$ cat config.mk
export PLATFORM = sky130hd
export DESIGN_NAME = calc_top
export DESIGN_NICKNAME = d
export VERILOG_FILES = /design/src/rtl/calc_pkg.sv /design/src/rtl/calc_engine.sv /design/src/rtl/calc_top.sv /design/src/rtl/key_fifo.sv /design/src/rtl/keypad_scanner.sv
export SDC_FILE = /design/constraint.sdc
export NUM_CORES = 1
export LEC_CHECK = 0
export BUFFER_PORTS_ARGS = -buffer_cell sky130_fd_sc_hd__buf_2
export CAP_MARGIN = 20
export CORE_ASPECT_RATIO = 0.7
export CORE_MARGIN = 8
export CORE_UTILIZATION = 59
export CTS_BUF_LIST = sky130_fd_sc_hd__clkbuf_4 sky130_fd_sc_hd__clkbuf_8
export DETAILED_ROUTE_END_ITERATION = 8
export GPL_ROUTABILITY_DRIVEN = 0
export PLACE_DENSITY = 0.87
export SLEW_MARGIN = 30
export SYNTH_ARGS = -nofsm -noshare
export SYNTH_HDL_FRONTEND = slang
export SYNTH_SLANG_ARGS = --single-unit
$ cat constraint.sdc
create_clock -name clk -period 4.06 [get_ports clk]
set_clock_uncertainty 0.1 [all_clocks]
set_input_delay 1.015 -clock clk [delete_from_list [all_inputs] [get_ports clk]]
set_output_delay 1.015 -clock clk [all_outputs]
set_load 0.03 [all_outputs]
$ cat src/rtl/calc_pkg.sv
package calc_pkg;

    typedef logic [3:0]  key_code_t;   // row * 4 + column
    typedef logic [15:0] calc_word_t;  // two's complement, wraps mod 2^16

    typedef enum logic [1:0] {
        OP_LOAD,                       // take operand as is
        OP_ADD,
        OP_SUB,
        OP_MUL
    } calc_op_t;

    // operator and function keys
    localparam key_code_t KEY_ADD = 4'd3;
    localparam key_code_t KEY_SUB = 4'd7;
    localparam key_code_t KEY_MUL = 4'd11;
    localparam key_code_t KEY_EQ  = 4'd12;
    localparam key_code_t KEY_CLR = 4'd14;
    localparam key_code_t KEY_NEG = 4'd15;

    localparam logic [3:0] DIGIT_NONE = 4'hF;  // marks a non-digit key

    // key position -> digit value
    localparam logic [3:0] DIGIT_VAL [16] = '{
        4'd1, 4'd2, 4'd3, DIGIT_NONE,
        4'd4, 4'd5, 4'd6, DIGIT_NONE,
        4'd7, 4'd8, 4'd9, DIGIT_NONE,
        DIGIT_NONE, 4'd0, DIGIT_NONE, DIGIT_NONE
    };

    // digit value -> key position
    localparam key_code_t DIGIT_KEY [10] = '{
        4'd13, 4'd0, 4'd1, 4'd2, 4'd4, 4'd5, 4'd6, 4'd8, 4'd9, 4'd10
    };

    localparam int DEBOUNCE_CYCLES = 10;                        // stable cycles per edge
    localparam int DEBOUNCE_W      = $clog2(DEBOUNCE_CYCLES);   // counter width

    localparam int FIFO_DEPTH = 4;                  // power of two
    localparam int FIFO_AW    = $clog2(FIFO_DEPTH); // pointer width

endpackage

$ cat src/rtl/calc_engine.sv
`timescale 1ns/1ps

module calc_engine (
    input  logic                 clk,
    input  logic                 nRST,
    input  logic                 tok_valid,
    input  calc_pkg::key_code_t  tok_code,
    output logic                 tok_pop,       // one cycle per token
    output calc_pkg::calc_word_t result,
    output logic                 result_valid   // one-cycle strobe
);
    import calc_pkg::*;

    typedef enum logic [1:0] {
        EN_IDLE,
        EN_MULT,
        EN_REPORT
    } eng_state_t;

    eng_state_t state;
    calc_word_t acc;
    calc_word_t operand;
    calc_op_t   pend_op;
    logic       fresh;        // next digit starts a new number
    calc_op_t   mul_next_op;  // op to store once the multiply ends
    logic       mul_eq;       // multiply was started by equals
    calc_word_t mcand;
    calc_word_t mplier;
    calc_word_t prod;
    logic [$clog2($bits(calc_word_t))-1:0] mul_cnt;

    logic [3:0] digit_val;
    logic       is_digit;
    logic       is_op;
    calc_op_t   tok_op;
    calc_word_t eval_val;     // pending op applied, non-mul
    calc_word_t step_prod;

    assign tok_pop   = (state == EN_IDLE) && tok_valid;
    assign digit_val = DIGIT_VAL[tok_code];
    assign is_digit  = (digit_val != DIGIT_NONE);
    assign is_op     = (tok_code == KEY_ADD) || (tok_code == KEY_SUB) || (tok_code == KEY_MUL);
    assign step_prod = prod + (mplier[0] ? mcand : '0);  // shift-add step

    always_comb begin
        case (tok_code)
            KEY_ADD: tok_op = OP_ADD;
            KEY_SUB: tok_op = OP_SUB;
            default: tok_op = OP_MUL;
        endcase
        case (pend_op)
            OP_LOAD: eval_val = operand;
            OP_ADD:  eval_val = acc + operand;
            OP_SUB:  eval_val = acc - operand;
            default: eval_val = acc;      // mul goes through the multiplier
        endcase
    end

    always_ff @(posedge clk or negedge nRST) begin
        if (!nRST) begin
            state        <= EN_IDLE;
            acc          <= '0;
            operand      <= '0;
            pend_op      <= OP_LOAD;
            fresh        <= 1'b0;
            result       <= '0;
            result_valid <= 1'b0;
        end else begin
            result_valid <= 1'b0;
            case (state)
                EN_IDLE: begin
                    if (tok_pop) begin
                        if (is_digit) begin
                            operand <= fresh ? calc_word_t'(digit_val)
                                             : (operand << 3) + (operand << 1)
                                               + calc_word_t'(digit_val);
                            fresh   <= 1'b0;
                        end else if (tok_code == KEY_NEG) begin
                            operand <= -operand;        // keep it as the entry
                            fresh   <= 1'b0;
                        end else if (tok_code == KEY_CLR) begin
                            acc     <= '0;
                            operand <= '0;
                            pend_op <= OP_LOAD;
                            fresh   <= 1'b0;
                        end else if (pend_op == OP_MUL) begin
                            mul_next_op <= tok_op;      // op or equals waits
                            mul_eq      <= (tok_code == KEY_EQ);
                            mcand       <= acc;
                            mplier      <= operand;
                            prod        <= '0;
                            mul_cnt     <= '0;
                            state       <= EN_MULT;
                        end else if (is_op) begin
                            acc     <= eval_val;
                            pend_op <= tok_op;
                            operand <= '0;
                            fresh   <= 1'b0;
                        end else begin                  // equals
                            acc   <= eval_val;
                            state <= EN_REPORT;
                        end
                    end
                end
                EN_MULT: begin
                    if (&mul_cnt) begin                 // 16th step
                        acc     <= step_prod;
                        operand <= '0;
                        pend_op <= mul_next_op;
                        fresh   <= 1'b0;
                        state   <= mul_eq ? EN_REPORT : EN_IDLE;
                    end else begin
                        prod    <= step_prod;
                        mcand   <= mcand << 1;
                        mplier  <= mplier >> 1;
                        mul_cnt <= mul_cnt + 1'b1;
                    end
                end
                EN_REPORT: begin
                    result       <= acc;
                    result_valid <= 1'b1;
                    operand      <= acc;                // result carries on
                    pend_op      <= OP_LOAD;
                    fresh        <= 1'b1;
                    state        <= EN_IDLE;
                end
                default: state <= EN_IDLE;
            endcase
        end
    end

endmodule

$ cat src/rtl/calc_top.sv
`timescale 1ns/1ps

module calc_top (
    input  logic                 clk,
    input  logic                 nRST,
    input  logic [3:0]           row_in,       // keypad rows, active low
    output logic [3:0]           col_out,      // keypad columns
    output calc_pkg::calc_word_t result,
    output logic                 result_valid
);
    import calc_pkg::*;

    logic      key_req;      // scanner -> fifo request
    logic      key_read;     // fifo -> scanner accept
    key_code_t key_code;
    logic      tok_valid;    // fifo -> engine
    key_code_t tok_code;
    logic      tok_pop;      // engine -> fifo

    keypad_scanner u_scanner (
        .clk      (clk),
        .nRST     (nRST),
        .row_in   (row_in),
        .col_out  (col_out),
        .key_req  (key_req),
        .key_read (key_read),
        .key_code (key_code)
    );

    key_fifo u_fifo (
        .clk       (clk),
        .nRST      (nRST),
        .key_req   (key_req),
        .key_code  (key_code),
        .key_read  (key_read),
        .tok_valid (tok_valid),
        .tok_code  (tok_code),
        .tok_pop   (tok_pop)
    );

    calc_engine u_engine (
        .clk          (clk),
        .nRST         (nRST),
        .tok_valid    (tok_valid),
        .tok_code     (tok_code),
        .tok_pop      (tok_pop),
        .result       (result),
        .result_valid (result_valid)
    );

endmodule

$ cat src/rtl/key_fifo.sv
`timescale 1ns/1ps

module key_fifo (
    input  logic                clk,
    input  logic                nRST,
    input  logic                key_req,    // scanner request, held
    input  calc_pkg::key_code_t key_code,
    output logic                key_read,   // one-cycle write strobe
    output logic                tok_valid,  // not empty
    output calc_pkg::key_code_t tok_code,   // oldest entry
    input  logic                tok_pop
);
    import calc_pkg::*;

    key_code_t          mem [FIFO_DEPTH];
    logic [FIFO_AW-1:0] wr_ptr;
    logic [FIFO_AW-1:0] rd_ptr;
    logic [FIFO_AW:0]   count;       // occupancy 0..FIFO_DEPTH
    logic               full;
    logic               push;
    logic               pop;

    assign full      = (count == (FIFO_AW + 1)'(FIFO_DEPTH));
    assign tok_valid = (count != '0);
    assign tok_code  = mem[rd_ptr];
    assign push      = key_read;              // code is stable while key_req held
    assign pop       = tok_pop && tok_valid;

    always_ff @(posedge clk or negedge nRST) begin
        if (!nRST) begin
            key_read <= 1'b0;
            wr_ptr   <= '0;
            rd_ptr   <= '0;
            count    <= '0;
        end else begin
            // ~key_read blocks a second strobe while key_req falls
            key_read <= key_req && !key_read && !full;
            if (push) begin
                wr_ptr <= wr_ptr + 1'b1;      // wraps, depth is 2^n
            end
            if (pop) begin
                rd_ptr <= rd_ptr + 1'b1;
            end
            case ({push, pop})
                2'b10:   count <= count + 1'b1;
                2'b01:   count <= count - 1'b1;
                default: count <= count;      // both or neither
            endcase
        end
    end

    always_ff @(posedge clk) begin
        if (push) begin
            mem[wr_ptr] <= key_code;
        end
    end

endmodule

$ cat src/rtl/keypad_scanner.sv
`timescale 1ns/1ps

module keypad_scanner (
    input  logic               clk,
    input  logic               nRST,
    input  logic [3:0]         row_in,    // active low, pulled up
    output logic [3:0]         col_out,   // one column low at a time
    output logic               key_req,   // held until key_read
    input  logic               key_read,  // one-cycle accept strobe
    output calc_pkg::key_code_t key_code
);
    import calc_pkg::*;

    typedef enum logic [1:0] {
        ST_SCAN,
        ST_DEBOUNCE,
        ST_REQUEST,
        ST_RELEASE
    } scan_state_t;

    scan_state_t           state;
    logic [1:0]            col_index;   // column currently driven low
    logic [DEBOUNCE_W-1:0] deb_cnt;     // consecutive stable cycles
    logic [1:0]            hit_row;     // row latched at first contact
    logic [1:0]            low_row;     // lowest low row right now
    logic                  any_low;
    logic                  row_held;    // latched row still low
    logic                  deb_done;

    // drive the selected column low
    always_comb begin
        col_out = 4'b1111;
        col_out[col_index] = 1'b0;
    end

    // lowest low row wins, other rows ignored
    always_comb begin
        any_low = ~&row_in;
        low_row = 2'd0;
        for (int r = 3; r >= 0; r--) begin
            if (!row_in[r]) begin
                low_row = 2'(r);
            end
        end
    end

    assign row_held = !row_in[hit_row];
    assign deb_done = (deb_cnt == DEBOUNCE_W'(DEBOUNCE_CYCLES - 1));
    assign key_req  = (state == ST_REQUEST);  // drops the cycle after key_read

    always_ff @(posedge clk or negedge nRST) begin
        if (!nRST) begin
            state     <= ST_SCAN;
            col_index <= 2'd0;
            deb_cnt   <= '0;
        end else begin
            case (state)
                ST_SCAN: begin
                    if (any_low) begin          // freeze column, start count
                        state   <= ST_DEBOUNCE;
                        deb_cnt <= '0;
                    end else begin
                        col_index <= col_index + 2'd1;
                    end
                end
                ST_DEBOUNCE: begin
                    if (!row_held) begin        // bounce, back to scanning
                        state <= ST_SCAN;
                    end else if (deb_done) begin
                        state <= ST_REQUEST;
                    end else begin
                        deb_cnt <= deb_cnt + 1'b1;
                    end
                end
                ST_REQUEST: begin
                    if (key_read) begin         // token taken
                        state   <= ST_RELEASE;
                        deb_cnt <= '0;
                    end
                end
                ST_RELEASE: begin
                    if (any_low) begin
                        deb_cnt <= '0;          // still held or bouncing
                    end else if (deb_done) begin
                        state     <= ST_SCAN;
                        col_index <= col_index + 2'd1;  // resume at next column
                    end else begin
                        deb_cnt <= deb_cnt + 1'b1;
                    end
                end
                default: state <= ST_SCAN;
            endcase
        end
    end

    // payload capture
    always_ff @(posedge clk) begin
        if (state == ST_SCAN && any_low) begin
            hit_row <= low_row;
        end
        if (state == ST_DEBOUNCE && row_held && deb_done) begin
            key_code <= {hit_row, col_index};   // row * 4 + col
        end
    end

endmodule

==> results.txt <==
Hold timing on the final database bottoms out at a slack of 0.226 ns. For this run the aggregate overflow at the end of global routing stands at 0. During placement, the flow inserted port buffers numbering 26. The final layout net count was 1096; the final number of hold-violating endpoints was 0. The cell area that synthesis handed to floorplanning was 9750 sq um.

Yosys printed 0 warnings. The synthesized design contains 147 register bits. The most area-hungry cell type in the Yosys netlist was sky130_fd_sc_hd__edfxtp_1.

After synthesis, flip-flops and latches occupy 41.7% of the total area. Counting the fill cells in the layout gives 1148. In this run the most used layer during global routing was met2. The run gives -0.263 ns as the final sum of negative setup slack. The most instantiated flip-flop cell in the synthesis netlist is sky130_fd_sc_hd__edfxtp_1.

The ratio of cells with drive above 1 in the final layout is 22.0%. The die is 124 microns tall. The layout-stage area growth over the synthesis result is 13.7%. The number of diodes was 0.

For the total clock buffers created by CTS, the log shows 17. The chip width is 170 microns, and the share of the synthesized area in the top cell type is 23.7%. Critical path endpoint category: a flop. The tools report the number of antenna violations at the first check in global routing as 0. Once detailed placement completed, the half-perimeter wirelength came to 16800 microns. The slew at the pin closest to its max-slew limit works out to 0.978 ns. Max-capacitance violation count: 0. The clock input transition at the sequential cells of the worst setup and hold paths was 0.09 ns; the remaining max-slew budget at the tightest pin was 34.3%. The fraction of synthesis flops using an asynchronous set or reset pin is 47.6%, and the wire length after detailed routing is 23900 microns. The final reports fail on setup timing. Kind of critical path: flop to flop. For this run, the total global-route usage over all layers was measured as 23.5%. The detailed router finished its first iteration with 791 violations.

The netlist uses 74 different library cells. CTS built an H-tree with a depth of 4. For the worst setup path, the data required time is 4.35 ns.

STA classifies the critical path startpoint as a flop. The origin of the critical flop-to-flop path was u_fifo.rd_ptr[0]$_DFFE_PN0P_. The via count of the first global-routing pass is 7707.

The min-delay analysis places its worst path in the category primary input to async pin. Setup repair after global routing could not meet its margin everywhere. Registers take 4070 sq um. After detailed routing, the number of vias per cell comes to 6.22. Measured in cells, the most critical reg-to-reg path has a length of 18. The met2 demand-to-capacity share in global routing is 36.8%. The number of nets handed over by synthesis was 1037. The library cell used as clock root buffer is sky130_fd_sc_hd__clkbuf_8.

For this design, the sink count on the clock tree is 147. By area the synthesized netlist is led by sky130_fd_sc_hd__edfxtp_1, sky130_fd_sc_hd__dfrtp_1, sky130_fd_sc_hd__ha_1, sky130_fd_sc_hd__mux2_2, sky130_fd_sc_hd__xnor2_1. The initial utilization of the core area, before any placement, comes to 60.0%. The later pin in the worst-skew pair is clocked with a latency of 0.48 ns. The final cell count without fillers came out at 1240.

The run gives 69 as the pin count of the biggest net entering global routing. The number of placement rows is 39. Setup violations remaining at the end of the flow were counted as 3. The final worst slack is -0.193 ns, and the number of optimization iterations in the first detailed-route pass is 6. The tools report the placement-stage cell area as 10400 sq um. TritonCTS built the clock tree.

In this run the remaining antenna-violating nets after routing total 0. The multi-input logic area is 5550 sq um, and the final routed wire length divided by cell count is 19.3 microns. The first global-routing pass estimated 39300 microns of wire. In this run the register-to-register setup slack is -0.19 ns. Once placement completed, the tool counted placed cells totaling 1198. Across all layers, the routed design uses 7710 vias.

In this run the critical register-to-register path is captured at u_engine.operand[14]$_DFFE_PN0P_. The logs give 0 for the total of hold buffers inserted after clock tree synthesis and 0 for the final count of pins violating max slew. Final cell area excluding filler cells: 11100 sq um.

The number of flops mapped to enable cells by yosys was 77; the synthesized area per cell was 10.3 sq um. The flow ran to the end, but the final reports show violations. Of all nets on the critical path, the largest fanout is 4. The worst path uses 105% of the clock period.

At the worst endpoint, the arrival time is 4.54 ns. The final critical-path required period was 4.25 ns; the met1 capacity usage during global routing was 31.6%. After floorplanning, the core was sized to cover 16200 sq um. The cell count after synthesis is 943, and the routing usage on met3 is 6.78%. The logs give 2 for the number of buffers between clock root and the deepest sink and 0 for the DRC violation count after routing.

In this run the count of I/O pins placed on the die edge is 27. The floorplan step defined a die boundary enclosing 21000 sq um. The tools report the maximum clock rate as 235 MHz.
## flip-flops by register name (all words and copies together), names as in the netlist, 3 cells and up, named ones only
signal / cells
u_fifo.count: 3
u_engine.acc: 16
u_engine.mplier: 16
u_scanner.deb_cnt: 4
u_engine.result: 16
u_engine.operand: 16
u_engine.mul_cnt: 4
u_fifo.mem: 16
u_engine.mcand: 16
u_engine.prod: 16
u_scanner.key_code: 4
## cells in the final DEF, fill, tap and decap left out, drive strengths merged, types with 27 or more instances in the layout
master,count
inv,52
dfrtp,70
buf,86
mux2,48
nand2,70
nor2,67
and2,27
o21ai,55
ha,83
xnor2,50
a21oi,46
edfxtp,77
## Yosys cell counts (all sizes together) (6+ instances only)
master / instances
inv: 46
a22oi: 8
a21oi: 46
nor2: 67
o21ai: 55
edfxtp: 77
nand2: 70
o21a: 8
nand2b: 7
dfrtp: 70
xnor2: 50
mux2i: 12
nor3: 21
and3: 14
clkbuf: 30
mux2: 48
a21o: 17
and2: 27
a31oi: 10
xor2: 21
a211oi: 11
nand3: 25
ha: 83
or2: 6
nor2b: 10
o221ai: 7
buf: 16
## layout make-up
| cell class | instances | share of cell area [%] |
|---|---|---|
| repair buffers | 86 | 5.52 |
| inverters | 46 | 1.62 |
| flip-flops and latches | 147 | 36.7 |
| multi-input cells | 704 | 50.0 |
| well taps | 225 | 2.54 |
| clock inverters | 15 | 1.51 |
| clock buffers | 17 | 2.11 |
## worst max-delay path, stage by stage, from the launching register on
cell	delay (ns)
sky130_fd_sc_hd__dfrtp_2	0.42
sky130_fd_sc_hd__mux4_2	0.59
sky130_fd_sc_hd__inv_4	0.12
sky130_fd_sc_hd__buf_12	0.10
sky130_fd_sc_hd__ha_4	0.20
sky130_fd_sc_hd__mux2i_4	0.15
sky130_fd_sc_hd__a2bb2oi_4	0.19
sky130_fd_sc_hd__ha_4	0.22
sky130_fd_sc_hd__ha_4	0.16
sky130_fd_sc_hd__fa_2	0.38
sky130_fd_sc_hd__a211oi_2	0.26
sky130_fd_sc_hd__nor2_2	0.09
sky130_fd_sc_hd__o41ai_4	0.25
sky130_fd_sc_hd__buf_4	0.19
sky130_fd_sc_hd__o21ai_4	0.06
sky130_fd_sc_hd__o41ai_2	0.25
sky130_fd_sc_hd__xnor2_1	0.16
sky130_fd_sc_hd__a21oi_1	0.08
sky130_fd_sc_hd__a21oi_1	0.18
## layer usage
layer | wire (microns) | up-vias
met4 | 370 | 0
met5 | 0 | -
li1 | - | 3546
met3 | 2140 | 45
met2 | 10700 | 335
met1 | 10700 | 3784
## per-stage QoR
stage / setup WS (ns) / util, %
2_1_floorplan: -0.0561 / -
5_1_grt: -0.283 / 68.3
3_3_place_gp: -0.111 / 64.2
6_report: -0.193 / 68.3
3_5_place_dp: -0.266 / 64.2
4_1_cts: -0.0757 / 67.5
## worst max-delay path by stage
stage | startpoint | end | slack, ns | cells past startpoint
floorplan | u_fifo.rd_ptr[0]$_DFFE_PN0P_ | u_engine.operand[14]$_DFFE_PN0P_ | -0.06 | 16
global placement | u_fifo.rd_ptr[0]$_DFFE_PN0P_ | u_engine.operand[14]$_DFFE_PN0P_ | -0.11 | 15
detailed placement | u_fifo.rd_ptr[0]$_DFFE_PN0P_ | u_engine.operand[14]$_DFFE_PN0P_ | -0.27 | 15
CTS | u_fifo.rd_ptr[0]$_DFFE_PN0P_ | u_engine.operand[14]$_DFFE_PN0P_ | -0.08 | 18
global route | u_fifo.rd_ptr[0]$_DFFE_PN0P_ | u_engine.operand[14]$_DFFE_PN0P_ | -0.28 | 18
finish | u_fifo.rd_ptr[0]$_DFFE_PN0P_ | u_engine.operand[14]$_DFFE_PN0P_ | -0.19 | 18
## logic make-up (layout without fill, tap and decap cells)
group / Yosys count / in the layout / share of synthesized area [%]
and+or+nand+nor: 264 / 264 / 13.1
AOI/OAI and AO/OA: 216 / 216 / 15.1
DFF: 147 / 147 / 41.7
buffers and inverters: 92 / 164 / 4.13
adders and majority gates: 88 / 88 / 11.7
xor gates and xnor gates: 71 / 71 / 6.38
muxes: 65 / 65 / 7.93
## what timing repair did
action	in CTS	in global routing
setup buffers	8	5
pin swaps	12	21
resized for setup	10	22
setup endpoints to repair	6	13
Power is not shown: default switching activity piles up to over one toggle a cycle in this logic, so the estimate is an artifact.
